--- src/ea_mode_pkg.sv ---
package ea_mode_pkg;

    typedef enum logic [2:0] {
        short_reg,     // 0x00-0x3f style, bit 6 clear
        absolute,      // (#8) (#16) (#24)
        reg_indirect,  // (r32) (r32+d16) (r32+r8/r16)
        reg_autostep,  // (-r32) (r32+)
        none
    } ea_class_t;

    typedef enum logic {
        phase_first,  // mode byte and register byte
        phase_ext     // d16 word or base/offset selector pair
    } ea_phase_t;

    typedef enum logic [1:0] {
        step_1 = 2'd0,
        step_2 = 2'd1,
        step_4 = 2'd2
    } step_code_t;

    // mode byte codes as {b[6], b[3:0]}
    localparam logic [4:0] mode_abs8    = 5'h10;
    localparam logic [4:0] mode_abs16   = 5'h11;
    localparam logic [4:0] mode_abs24   = 5'h12;
    localparam logic [4:0] mode_rind    = 5'h13;
    localparam logic [4:0] mode_predec  = 5'h14;
    localparam logic [4:0] mode_postinc = 5'h15;

    function automatic ea_class_t classify(input logic [7:0] mb);
        logic [4:0] m;
        m = {mb[6], mb[3:0]};
        if (!m[4]) return short_reg;
        case (m)
            mode_abs8, mode_abs16, mode_abs24: return absolute;
            mode_rind:                         return reg_indirect;
            mode_predec, mode_postinc:         return reg_autostep;
            default:                           return none;
        endcase
    endfunction

    function automatic step_code_t step_decode(input logic [1:0] code);
        case (code)
            2'd0:    return step_1;
            2'd1:    return step_2;
            default: return step_4;  // 2'd3 is reserved
        endcase
    endfunction

    function automatic logic [2:0] step_size(input step_code_t code);
        case (code)
            step_1:  return 3'd1;
            step_2:  return 3'd2;
            default: return 3'd4;
        endcase
    endfunction

endpackage

--- src/reg_map_pkg.sv ---
package reg_map_pkg;

    localparam int reg_sel_w = 8;
    localparam int data_w    = 32;
    localparam int addr_w    = 24;
    localparam int num_regs  = 8;
    localparam int reg_idx_w = $clog2(num_regs);

    // XWA e0, XBC e4, XDE e8, XHL ec, XIX f0, XIY f4, XIZ f8, XSP fc
    localparam logic [reg_sel_w-1:0] full_reg_base = 8'he0;
    localparam logic [reg_sel_w-1:0] null_sel      = 8'h40;  // outside the bank, reads 0

    // 3-bit register code to full-register selector
    function automatic logic [reg_sel_w-1:0] full_sel(input logic [reg_idx_w-1:0] code);
        return full_reg_base + {code, 2'b00};
    endfunction

endpackage

--- src/op_window.sv ---
`timescale 1ns/10ps

module op_window #(
    parameter int win_depth = 8
) (
    input  logic                            clk,
    input  logic                            rst,
    input  logic                            cen,
    input  logic                            code_wr,
    input  logic [7:0]                      code_byte,
    input  logic [2:0]                      fetched,
    output logic [31:0]                     op,
    output logic                            op_valid,
    output logic [$clog2(win_depth+1)-1:0]  win_count
);

    // depth must be a power of two, pointers wrap on their own
    localparam int ptr_w = $clog2(win_depth);
    localparam int cnt_w = $clog2(win_depth+1);

    logic [7:0]       mem [win_depth];
    logic [ptr_w-1:0] wr_ptr;
    logic [ptr_w-1:0] rd_ptr;
    logic [cnt_w-1:0] count;
    logic [cnt_w-1:0] pop_n;
    logic             push;

    assign push      = cen && code_wr && count != cnt_w'(win_depth);  // full drops the byte
    assign op_valid  = count >= cnt_w'(4);
    assign win_count = count;

    always_comb begin
        pop_n = cnt_w'(fetched);
        if (pop_n > count) begin
            pop_n = count;  // never pop past the write pointer
        end
    end

    // oldest byte lands in op[7:0]
    always_comb begin
        for (int i = 0; i < 4; i++) begin
            op[8*i +: 8] = mem[rd_ptr + ptr_w'(i)];
        end
    end

    always_ff @(posedge clk) begin
        if (push) begin
            mem[wr_ptr] <= code_byte;
        end
    end

    always_ff @(posedge clk or posedge rst) begin
        if (rst) begin
            wr_ptr <= '0;
            rd_ptr <= '0;
            count  <= '0;
        end else if (cen) begin
            if (push) begin
                wr_ptr <= wr_ptr + 1'b1;
            end
            rd_ptr <= rd_ptr + ptr_w'(pop_n);
            count  <= count + cnt_w'(push) - pop_n;  // write and consume may overlap
        end
    end

endmodule

--- src/ea_decode.sv ---
`timescale 1ns/10ps

module ea_decode (
    input  logic                              clk,
    input  logic                              rst,
    input  logic                              cen,
    input  logic                              ea_req,
    input  logic [31:0]                       op,
    input  logic                              op_valid,
    output logic [2:0]                        fetched,
    output logic [reg_map_pkg::reg_sel_w-1:0] rd_sel,
    output logic [reg_map_pkg::reg_sel_w-1:0] aux_sel,
    input  logic [reg_map_pkg::data_w-1:0]    rd_data,
    input  logic [15:0]                       aux_data,
    output ea_mode_pkg::step_code_t           reg_step,
    output logic                              step_inc,
    output logic                              step_dec,
    output logic                              ea_done,
    output logic [reg_map_pkg::addr_w-1:0]    ea_addr
);
    import ea_mode_pkg::*;
    import reg_map_pkg::*;

    ea_phase_t            phase;
    ea_phase_t            nx_phase;
    ea_class_t            op_class;
    step_code_t           nx_step;
    logic                 pre_done;
    logic                 nx_pre_done;
    logic                 pre_inc;
    logic                 nx_pre_inc;
    logic                 nx_dec;
    logic                 use_aux;
    logic                 nx_use_aux;
    logic                 aux_wide;
    logic                 nx_aux_wide;
    logic [reg_sel_w-1:0] nx_rd_sel;
    logic [reg_sel_w-1:0] nx_aux_sel;
    logic [addr_w-1:0]    offset;
    logic [addr_w-1:0]    nx_offset;
    logic [addr_w-1:0]    aux_ext;
    logic [addr_w-1:0]    nx_addr;
    logic                 start;
    logic                 in_ext;

    assign op_class = classify(op[7:0]);
    assign start    = ea_req && !pre_done && phase == phase_first && op_valid;
    assign in_ext   = ea_req && !pre_done && phase == phase_ext;

    // base plus offset, or base plus the signed offset register
    always_comb begin
        aux_ext = aux_wide ? {{(addr_w-16){aux_data[15]}}, aux_data}
                           : {{(addr_w-8){aux_data[7]}}, aux_data[7:0]};
        nx_addr = rd_data[addr_w-1:0] + (use_aux ? aux_ext : offset);
    end

    always_comb begin
        fetched     = 3'd0;
        nx_phase    = phase_first;
        nx_pre_done = pre_done && ea_req;  // held until the request drops
        nx_pre_inc  = 1'b0;
        nx_dec      = 1'b0;
        nx_step     = reg_step;
        nx_rd_sel   = rd_sel;
        nx_aux_sel  = aux_sel;
        nx_offset   = offset;
        nx_use_aux  = use_aux;
        nx_aux_wide = aux_wide;
        if (start) begin
            nx_use_aux = 1'b0;
            case (op_class)
                short_reg: begin
                    nx_rd_sel   = full_sel(op[2:0]);
                    nx_offset   = op[3] ? {{(addr_w-8){op[15]}}, op[15:8]} : '0;
                    fetched     = op[3] ? 3'd2 : 3'd1;  // bit 3 adds a d8 byte
                    nx_pre_done = 1'b1;
                end
                absolute: begin
                    nx_rd_sel   = null_sel;
                    nx_pre_done = 1'b1;
                    case (op[1:0])
                        2'd0: begin
                            nx_offset = addr_w'(op[15:8]);
                            fetched   = 3'd2;
                        end
                        2'd1: begin
                            nx_offset = addr_w'(op[23:8]);
                            fetched   = 3'd3;
                        end
                        default: begin
                            nx_offset = addr_w'(op[31:8]);
                            fetched   = 3'd4;
                        end
                    endcase
                end
                reg_indirect: begin
                    nx_rd_sel = {op[15:10], 2'b00};
                    nx_offset = '0;
                    fetched   = 3'd2;
                    case (op[9:8])
                        2'd1: nx_phase = phase_ext;  // d16 follows
                        2'd3: begin
                            nx_phase    = phase_ext;  // base and offset selectors follow
                            nx_use_aux  = 1'b1;
                            nx_aux_wide = op[10];
                        end
                        default: nx_pre_done = 1'b1;  // plain (r32)
                    endcase
                end
                reg_autostep: begin
                    nx_rd_sel   = {op[15:10], 2'b00};
                    nx_step     = step_decode(op[9:8]);
                    fetched     = 3'd2;
                    nx_pre_done = 1'b1;
                    if (!op[0]) begin
                        // bank is still old here, so subtract the step ourselves
                        nx_dec    = 1'b1;
                        nx_offset = '0 - addr_w'(step_size(step_decode(op[9:8])));
                    end else begin
                        nx_pre_inc = 1'b1;
                        nx_offset  = '0;
                    end
                end
                default: begin
                    nx_rd_sel   = null_sel;  // unknown mode, skip the byte
                    nx_offset   = '0;
                    fetched     = 3'd1;
                    nx_pre_done = 1'b1;
                end
            endcase
        end else if (in_ext) begin
            fetched     = 3'd2;
            nx_pre_done = 1'b1;
            if (use_aux) begin
                nx_rd_sel  = {op[7:2], 2'b00};
                nx_aux_sel = op[15:8];
            end else begin
                nx_offset = {{(addr_w-16){op[15]}}, op[15:0]};
            end
        end
    end

    always_ff @(posedge clk or posedge rst) begin
        if (rst) begin
            phase    <= phase_first;
            pre_done <= 1'b0;
            ea_done  <= 1'b0;
            pre_inc  <= 1'b0;
            step_inc <= 1'b0;
            step_dec <= 1'b0;
            use_aux  <= 1'b0;
            aux_wide <= 1'b0;
            reg_step <= step_1;
            rd_sel   <= null_sel;
            aux_sel  <= null_sel;
        end else if (cen) begin
            phase    <= nx_phase;
            pre_done <= nx_pre_done;
            ea_done  <= pre_done && ea_req;
            pre_inc  <= nx_pre_inc;
            step_inc <= pre_inc;  // post-increment lands after the address is taken
            step_dec <= nx_dec;
            use_aux  <= nx_use_aux;
            aux_wide <= nx_aux_wide;
            reg_step <= nx_step;
            rd_sel   <= nx_rd_sel;
            aux_sel  <= nx_aux_sel;
        end
    end

    always_ff @(posedge clk) begin
        if (cen) begin
            offset <= nx_offset;
            if (ea_req && !ea_done) begin
                ea_addr <= nx_addr;  // frozen once done
            end
        end
    end

endmodule

--- src/reg_bank.sv ---
`timescale 1ns/10ps

module reg_bank (
    input  logic                              clk,
    input  logic                              rst,
    input  logic                              wr,
    input  logic [reg_map_pkg::reg_sel_w-1:0] wr_sel,
    input  logic [reg_map_pkg::data_w-1:0]    wr_data,
    input  logic [reg_map_pkg::reg_sel_w-1:0] rd_sel,
    input  logic [reg_map_pkg::reg_sel_w-1:0] aux_sel,
    output logic [reg_map_pkg::data_w-1:0]    rd_data,
    output logic [15:0]                       aux_data,
    input  ea_mode_pkg::step_code_t           reg_step,
    input  logic                              step_inc,
    input  logic                              step_dec
);
    import ea_mode_pkg::*;
    import reg_map_pkg::*;

    logic [data_w-1:0]    regs [num_regs];
    logic [data_w-1:0]    aux_word;
    logic [data_w-1:0]    step_amt;
    logic [reg_idx_w-1:0] wr_idx;
    logic [reg_idx_w-1:0] step_idx;
    logic                 wr_hit;
    logic                 step_hit;

    function automatic logic in_bank(input logic [reg_sel_w-1:0] sel);
        return sel[reg_sel_w-1:reg_idx_w+2] == full_reg_base[reg_sel_w-1:reg_idx_w+2];
    endfunction

    function automatic logic [reg_idx_w-1:0] sel_idx(input logic [reg_sel_w-1:0] sel);
        return sel[reg_idx_w+1:2];
    endfunction

    // low selector bits pick the starting byte
    function automatic logic [data_w-1:0] sel_read(input logic [reg_sel_w-1:0] sel,
                                                   input logic [data_w-1:0]    word);
        if (!in_bank(sel)) return '0;  // null_sel and unmapped codes
        return word >> {sel[1:0], 3'b000};
    endfunction

    assign rd_data  = sel_read(rd_sel, regs[sel_idx(rd_sel)]);
    assign aux_word = sel_read(aux_sel, regs[sel_idx(aux_sel)]);
    assign aux_data = aux_word[15:0];

    assign wr_hit   = in_bank(wr_sel);
    assign wr_idx   = sel_idx(wr_sel);
    assign step_hit = in_bank(rd_sel);  // steps act on the register being read
    assign step_idx = sel_idx(rd_sel);
    assign step_amt = data_w'(step_size(reg_step));

    always_ff @(posedge clk or posedge rst) begin
        if (rst) begin
            for (int i = 0; i < num_regs; i++) begin
                regs[i] <= '0;
            end
        end else begin
            if (step_hit && step_inc) begin
                regs[step_idx] <= regs[step_idx] + step_amt;
            end else if (step_hit && step_dec) begin
                regs[step_idx] <= regs[step_idx] - step_amt;
            end
            if (wr && wr_hit) begin
                regs[wr_idx] <= wr_data;  // external write beats a step
            end
        end
    end

endmodule

--- src/ea_unit.sv ---
`timescale 1ns/10ps

module ea_unit #(
    parameter int win_depth = 8
) (
    input  logic                              clk,
    input  logic                              rst,
    input  logic                              cen,
    input  logic                              code_wr,
    input  logic [7:0]                        code_byte,
    input  logic                              ea_req,
    input  logic                              reg_wr,
    input  logic [reg_map_pkg::reg_sel_w-1:0] reg_wr_sel,
    input  logic [reg_map_pkg::data_w-1:0]    reg_wr_data,
    output logic                              ea_done,
    output logic [reg_map_pkg::addr_w-1:0]    ea_addr,
    output logic [$clog2(win_depth+1)-1:0]    win_count
);
    import ea_mode_pkg::*;
    import reg_map_pkg::*;

    logic [31:0]          op;
    logic                 op_valid;
    logic [2:0]           fetched;
    logic [reg_sel_w-1:0] rd_sel;
    logic [reg_sel_w-1:0] aux_sel;
    logic [data_w-1:0]    rd_data;
    logic [15:0]          aux_data;
    step_code_t           reg_step;
    logic                 step_inc;
    logic                 step_dec;

    op_window #(
        .win_depth (win_depth)
    ) i_window (
        .clk       (clk),
        .rst       (rst),
        .cen       (cen),
        .code_wr   (code_wr),
        .code_byte (code_byte),
        .fetched   (fetched),
        .op        (op),
        .op_valid  (op_valid),
        .win_count (win_count)
    );

    ea_decode i_decode (
        .clk      (clk),
        .rst      (rst),
        .cen      (cen),
        .ea_req   (ea_req),
        .op       (op),
        .op_valid (op_valid),
        .fetched  (fetched),
        .rd_sel   (rd_sel),
        .aux_sel  (aux_sel),
        .rd_data  (rd_data),
        .aux_data (aux_data),
        .reg_step (reg_step),
        .step_inc (step_inc),
        .step_dec (step_dec),
        .ea_done  (ea_done),
        .ea_addr  (ea_addr)
    );

    reg_bank i_bank (
        .clk      (clk),
        .rst      (rst),
        .wr       (reg_wr),
        .wr_sel   (reg_wr_sel),
        .wr_data  (reg_wr_data),
        .rd_sel   (rd_sel),
        .aux_sel  (aux_sel),
        .rd_data  (rd_data),
        .aux_data (aux_data),
        .reg_step (reg_step),
        .step_inc (step_inc),
        .step_dec (step_dec)
    );

endmodule

--- config.mk ---
export PLATFORM = sky130hd
export DESIGN_NAME = ea_unit
export DESIGN_NICKNAME = d
export VERILOG_FILES = /design/src/ea_mode_pkg.sv /design/src/reg_map_pkg.sv /design/src/op_window.sv /design/src/ea_decode.sv /design/src/reg_bank.sv /design/src/ea_unit.sv
export SDC_FILE = /design/constraint.sdc
export NUM_CORES = 2
export LEC_CHECK = 0
export CORE_MARGIN = 2
export CORE_UTILIZATION = 30
export DETAILED_ROUTE_END_ITERATION = 8
export DONT_BUFFER_PORTS = 1
export HOLD_SLACK_MARGIN = 0.08
export SETUP_SLACK_MARGIN = 0.02
export SYNTH_ARGS = -nofsm -noshare
export SYNTH_HDL_FRONTEND = slang
export SYNTH_SLANG_ARGS = --single-unit
export TNS_END_PERCENT = 10
--- constraint.sdc ---
create_clock -name clk -period 8.8 [get_ports clk]
set_input_delay 0.88 -clock clk [delete_from_list [all_inputs] [get_ports clk]]
set_output_delay 0.88 -clock clk [all_outputs]
set_load 0.01 [all_outputs]
Yosys cells after proc, flatten, opt, wreduce, memory -nomap -nowiden

Memory sizes are Yosys's and may differ from the RTL's.
Cells that the tools add are included.

Word-level logic and storage cells: 169
Output and inout bits: 29
Bits of input ports: 54
Memories kept: 1
RAM bits: 64
Register bits: 340

Memories:

| name         | depth | width | rd ports | clocked after memory_dff | write ports | RTL line        | source |
|---|---|---|---|---|---|---|---|
| i_window.mem | 8     | 8     | 4        | 0                        | 1           | op_window.sv:21 | `logic [7:0] mem [win_depth];` |

Magnitude comparators: 7
Bitwise operators: 5
Reduce and logical (&&, ||, !) cells: 34
Add/subtract/negate cells: 12
Equality and inequality tests: 19
Multiplexer cells: 65
Shifts and indexed selects: 2

Operators with widths:

| operator                                    | number |
|---|---|
| bitwise mux 256 bit                         | 3 |
| two-way mux 256 bit                         | 3 |
| binary-select mux 32 bit (select 3 bit)     | 2 |
| demux 32 bit (select 3 bit)                 | 2 |
| two-way mux 24 bit                          | 8 |
| two-way mux 32 bit                          | 6 |
| one-hot mux 24 bit (3 select lines)         | 1 |
| one-hot mux 24 bit (2 select lines)         | 1 |
| adder 32 x 3 -> 32 bit                      | 1 |
| right shift 32 x 5 -> 16 bit                | 1 |
| right shift 32 x 5 -> 24 bit                | 1 |
| subtractor 32 x 3 -> 32 bit                 | 1 |
| equality test 5 bit (second input constant) | 6 |
| adder 24 bit                                | 1 |
| two-way mux 8 bit                           | 3 |
| one-hot mux 3 bit (2 select lines)          | 3 |
| one-hot mux 3 bit (3 select lines)          | 2 |
| two-way mux 1 bit                           | 17 |
| two-way mux 16 bit                          | 1 |
| one-hot mux 8 bit (2 select lines)          | 1 |
| two-way mux 3 bit                           | 5 |
| logical AND 1 bit                           | 13 |
| >= comparator 4 bit (second input constant) | 3 |
| inverter 3 -> 4 bit                         | 3 |
| 30 further kinds                            | 56 |

Depth between registers and ports, before layout

An unclocked memory read counts as a cell.

Word-level depth: 17
Depth in mapped cells: 24
Gate-level depth less buffers: 22

Modules after synthesis

From an unflattened synthesis, not the netlist that was laid out.

Cell total of the unflattened synthesis: 3,067
Area total of the unflattened synthesis: 29,518.3 µm²

Modules (own cells, without submodules):

| module    | cells each | area an instance (µm²) | times used | seq. area each (µm²) |
|---|---|---|---|---|
| reg_bank  | 2,334      | 20,579.7               | 1          | 6,406.1 |
| ea_decode | 465        | 4,636.9                | 1          | 2,044.5 |
| op_window | 268        | 4,301.6                | 1          | 2,172.1 |

Worst setup path after synthesis

Ideal clock, no wire load.

Path kind: register -> register
Start: reg i_decode.aux_sel[2] in the netlist's numbering
End: reg i_decode.ea_addr[23] in the netlist's numbering (data pin)
Stages on the path, launching flop included: 20
Setup slack: 3,238 ps
Arrival time: 5,296 ps
Library setup time: 266 ps
Data required time: 8,534 ps
Clock period less this slack: 5,562 ps
Cell sequence: dfrtp_1 -> buf_1 -> buf_2 -> buf_1 -> clkbuf_1 -> mux4_2 -> a211oi_1 -> a211oi_1 -> a21oi_1 -> o2bb2ai_1 -> ha_1 -> o21ai_0 -> o21ai_0 -> a21o_1 -> o31a_1 -> a41o_1 -> a21boi_0 -> o211ai_1 -> o41ai_1 -> xnor2_1

Cells in the longest elaborated chain, start to end: 9

RTL lines:

| what                                                  | RTL line         | source |
|---|---|---|
| from (decl)                                           | ea_decode.sv:12  | `output logic [reg_map_pkg::reg_sel_w-1:0] aux_sel,` |
| from (signal assigned)                                | ea_decode.sv:155 | `aux_sel <= null_sel;` |
| from (signal assigned)                                | ea_decode.sv:167 | `aux_sel <= nx_aux_sel;` |
| inverter 3 -> 4 bit (not written as such)             | reg_bank.sv:44   | `assign aux_word = sel_read(aux_sel, regs[sel_idx(aux_sel)]);` |
| binary-select mux 32 bit (select 3 bit)               | reg_bank.sv:44   |  |
| two-way mux 32 bit (not written as such) (2 in a row) | reg_bank.sv:44   |  |
| right shift 32 x 5 -> 16 bit                          | reg_bank.sv:40   | `return word >> {sel[1:0], 3'b000};` |
| two-way mux 16 bit                                    | reg_bank.sv:40   |  |
| two-way mux 24 bit                                    | ea_decode.sv:52  | `aux_ext = aux_wide ? {{(addr_w-16){aux_data[15]}}, aux_data}` |
| two-way mux 24 bit                                    | ea_decode.sv:54  | `nx_addr = rd_data[addr_w-1:0] + (use_aux ? aux_ext : offset);` |
| adder 24 bit                                          | ea_decode.sv:54  |  |
| net i_decode.nx_addr[23]                              | ea_decode.sv:42  | `logic [addr_w-1:0] nx_addr;` |
| to (signal assigned)                                  | ea_decode.sv:175 | `ea_addr <= nx_addr;` |
| to (decl)                                             | ea_decode.sv:19  | `output logic [reg_map_pkg::addr_w-1:0] ea_addr` |

The timed path passes the listed nets, and every way through them passes these cells. The select of a mux whose other input is x is not followed.
A chain may end at the register's enable or synchronous reset.

Worst setup path in the final report

Start: reg i_decode.rd_sel[4] in the netlist's numbering
End: reg i_bank.regs[246] in the netlist's numbering

Cells in the longest elaborated chain, start to end: 10
Elaborated cells between the ends (all ways): 17
Classes of those cells: 2 x add/sub; 2 x order compare; 11 x mux; 1 x bitwise; 1 x reduce/logical

RTL lines:

| what                                                                          | RTL line                       | source |
|---|---|---|
| from (decl)                                                                   | ea_decode.sv:11                | `output logic [reg_map_pkg::reg_sel_w-1:0] rd_sel,` |
| from (signal assigned)                                                        | ea_decode.sv:154               | `rd_sel <= null_sel;` |
| from (signal assigned)                                                        | ea_decode.sv:166               | `rd_sel <= nx_rd_sel;` |
| inverter 3 -> 4 bit (not written as such) *                                   | reg_bank.sv:60, reg_bank.sv:62 |  |
| binary-select mux 32 bit (select 3 bit), or another cell as far along         | reg_bank.sv:60, reg_bank.sv:62 |  |
| two-way mux 32 bit (not written as such) or logical AND 1 bit (tied branches) | reg_bank.sv:60, reg_bank.sv:62 |  |
| two-way mux 32 bit (not written as such)                                      | reg_bank.sv:60, reg_bank.sv:62 |  |
| subtractor 32 x 3 -> 32 bit or demux 32 bit (select 3 bit) (tied branches)    | reg_bank.sv:62, reg_bank.sv:60 |  |
| bitwise mux 256 bit                                                           | reg_bank.sv:62                 | `regs[step_idx] <= regs[step_idx] - step_amt;` |
| two-way mux 256 bit                                                           | reg_bank.sv:61                 | `end else if (step_hit && step_dec) begin` |
| two-way mux 256 bit *                                                         | reg_bank.sv:59                 | `if (step_hit && step_inc) begin` |
| bitwise mux 256 bit                                                           | reg_bank.sv:65                 | `regs[wr_idx] <= wr_data;` |
| two-way mux 256 bit *                                                         | reg_bank.sv:64                 | `if (wr && wr_hit) begin` |
| to (signal, indexed assignment)                                               | reg_bank.sv:60                 | `regs[step_idx] <= regs[step_idx] + step_amt;` |
| to (signal, indexed assignment)                                               | reg_bank.sv:62                 |  |
| to (signal, indexed assignment)                                               | reg_bank.sv:65                 |  |
| to (decl)                                                                     | reg_bank.sv:20                 | `logic [data_w-1:0] regs [num_regs];` |

Mark *: on every way between the ends. The rest lies on a longest branch, timed or not. The select of a mux whose other input is x is not followed.

==> flow_summary_export.csv <==
group,metric,value,unit
sta,period_needed,6.467,ns
critical_path,cp_slowest_cell,"nor4_2",
critical_path,cp_cell_sequence,"buf_4, nor2_2, buf_4, a22oi_1, and4_1, ha_1, inv_1, fa_1, a21oi_1, nand4_1, nor4_2, nand3b_1, xnor2_1, a21oi_1, a211oi_1",
sta,worstMarginPinSlew,1.356,ns
cells_and_area,synthToLayoutAreaGrowth,10.39,%
critical_path,crit_path_end_kind,"register",
cts,tritoncts,"built",
yosys,synth_top_area_share,25.78,%
global_routing,grt_pass1_vias,25228,
critical_path,critPathLaunch,"i_decode.rd_sel[4]",
cts,postCtsResizedCells,0,
power_and_ir_drop,ir_worst_vdd,0.1573,mV
die,die_w,309.3,um
power_and_ir_drop,leakagePower,11.36,nW
critical_path,reg2regPathDepth,15,
cells_and_area,final_area,30860,sq um
critical_path,timing.rr.start,"i_decode.rd_sel[4]",
route,wl,118.4,mm
critical_path,reg2reg_to,"i_bank.regs[246]",
cts,cts_buffers,48,
yosys,yosys_warnings,0,
die,placementRows,111,
yosys,synth_most_common_cell,"nand2_1",
yosys,synth_edf_count,112,
cts,htreeDepth,2,
critical_path,worstPathArrival,7.00,ns
cells_and_area,final_core_util,33.57,%
place,placed_area,29160,sq um
route,drc,0,
place,dpl.hpwl,77.98,mm
yosys,syn-instance-count,2953,
route,drt_iter0_drc,3844,
critical_path,crit_buf_inv,3,
yosys,asyncSetResetFlopFracSynth,72.14,%
cts,clk_latency,0.62,ns
critical_path,critPathRequiredTime,9.33,ns
sta,worst_slack,2.333,ns
yosys,ys.flop_type,"dfrtp_1",
critical_path,timing.critical_path.to,"i_bank.regs[246]",
die,die_y,309.3,um
worst_hold_path,min_path_type,"input pin to register",
route,firstDrtPassIters,7,
place,placed_cells,4033,
yosys,synth_common_cells,"399 x nand2_1, 288 x dfrtp_1, 248 x nor2_1, 246 x a21oi_1, 223 x o21ai_0",
yosys,synth_area_leader_cell,"dfrtp_1",
cts,root_buffer,"clkbuf_16",
cells_and_area,fin_nets,2941,
yosys,synth.area.top_cells,"dfrtp_1 26%, edfxtp_1 12%, mux4_2 10%, nand2_1 5.4%, a21oi_1 4.4%",
yosys,ys_seq_area_share,38.00,%
sta,rsz0062_at_grt,"false",
critical_path,critical_path.top_delay_family,"simple AND/OR/NAND/NOR gates",
route,ant_nets,0,
power_and_ir_drop,cellPowerDensity,335.7,nW/um^2
cells_and_area,drive_above_1_share,15.38,%
yosys,synth_cell_types,89,
sta,timing.setup.tns,0,ns
die,io_pins,83,
critical_path,startpoint_type,"register",
sta,fmax,154.6,MHz
sta,final-setup-viol-count,0,
cells_and_area,nFillCells,9407,
die,die_area,95640,sq um
yosys,synth_area,27960,sq um
place,dp_slack,2.561,ns
critical_path,r2r_slack,2.33,ns
yosys,avgSynthCellArea,9.467,sq um
route,viasPerCell,6.340,
sta,max_slew_margin,8.613,%
sta,maxSlewViolCount,0,
cts,postCtsSetupBuffers,0,
die,initial_core_util,30.41,%
yosys,synth_nets,3054,
sta,final.setup_skew,0.03257,ns
global_routing,grt_pass1_wl,172.9,mm
place,gp_congestion,0.9907,
sta,hold_violations,0,
critical_path,slowest_delay,1.10,ns
cts,cts_hold_buf,0,
route,vias,26147,
route,wl_per_cell,28.70,um
global_routing,antenna_found_initial,2,
cts,cts.clk_slew.worst_paths,0.06,ns
place,numPortBuffers,0,
critical_path,crit_cells,15,
global_routing,track_usage,24.33,%
critical_path,crit_fanout,52,
sta,fin_crit_sh,73.49,%
run,maxCapViolCount,0,
cts,max-clock-path-buffers,3,
cells_and_area,finalNonFillerCells,4124,
run_status,status,"finished clean",
yosys,ys_seq_elements,402,
global_routing,grt_overflow,0,
cts,clkSinkCount,402,
global_routing,grt_max_degree,156,
critical_path,worstSetupPathType,"register to register",
die,fp.coreArea,91940,sq um
==> where the power goes <==
part,internal [W],leakage [nW],total (W),switching (W)
Combinational,0.00190,6.24,0.00515,0.00325
Sequential,0.00244,4.30,0.00302,0.000584
Clock,0.00128,0.824,0.00219,0.000903
Total,0.00562,11.4,0.0104,0.00474
==> state kept, by name, indices dropped and copies added (netlist names), 2 cells and up <==
register	cells
i_window.rd_ptr	3
i_window.mem	64
i_decode.offset	24
i_window.wr_ptr	3
i_bank.regs	256
i_decode.aux_sel	8
i_decode.ea_addr	24
i_decode.reg_step	2
i_decode.rd_sel	6
i_window.win_count	4
==> layer usage <==
metal | track usage, % | vias to the layer above | share of wire [%]
met3 | 8.102 | 537 | 13
met2 | 36.66 | 1929 | 43
li1 | - | 10991 | -
met5 | 0 | - | 0.011
met4 | 15.99 | 2 | 7.6
met1 | 29.68 | 12688 | 36
==> final cells by class <==
cell class	count	area, sq um	area share, %
multi-input combinational	2267	16230	52.60
inverter	51	195.2	0.6325
tap	1243	1555	5.040
clock buffer	60	1286	4.168
timing repair buffer	70	538.0	1.743
antenna	1	2.502	0.008109
clock inverter	30	410.4	1.330
sequential	402	10640	34.47
==> stage by stage <==
| stage | power, W | hold slack (ns) |
|---|---|---|
| after floorplan | 0.006346 | 0.4632 |
| after global placement | 0.007936 | 0.4818 |
| after detailed placement | 0.007993 | 0.4939 |
| after CTS | 0.01019 | 0.3287 |
| after global routing | 0.01081 | 0.3392 |
| final | 0.01036 | 0.3586 |
==> cells by family (layout without fill, tap and decap cells) <==
group                    count (synthesis)  after routing  synth area share (%)
AO/OA/AOI/OAI                          980            980                 23.24
AND/OR/NAND/NOR                        926            926                 15.18
flip-flops                             402            402                 38.00
buffers and inverters                  284            211                 4.221
multiplexers                           251            251                 15.10
XOR/XNOR                                63             63                 2.027
adder cells (fa/ha/maj)                 47             47                 2.238
other                                    0              1                     0
==> layout by cell type (no fill, tap or decap), types with 52 or more instances in the layout <==
cell type,Yosys,final
mux2_2,77,77
buf_4,9,69
dfrtp_1,288,281
mux4_2,128,128
nor2_1,248,241
or3_1,52,52
a221oi_1,82,82
o22ai_1,64,64
a21oi_1,246,246
o21ai_0,223,222
edfxtp_1,112,112
nand2_1,399,398
==> worst min path at each step <==
stage	start	to	cells after the start
after floorplan	i_decode.rd_sel[5]	i_decode.rd_sel[5]	1
after global placement	i_decode.rd_sel[7]	i_decode.rd_sel[7]	1
after detailed placement	i_decode.rd_sel[7]	i_decode.rd_sel[7]	1
after CTS	cen	i_window.win_count[1]	1
after global routing	code_byte[0]	i_window.mem[0][0]	0
final	code_byte[6]	i_window.mem[2][6]	0
(Power assumes the default switching activity.)
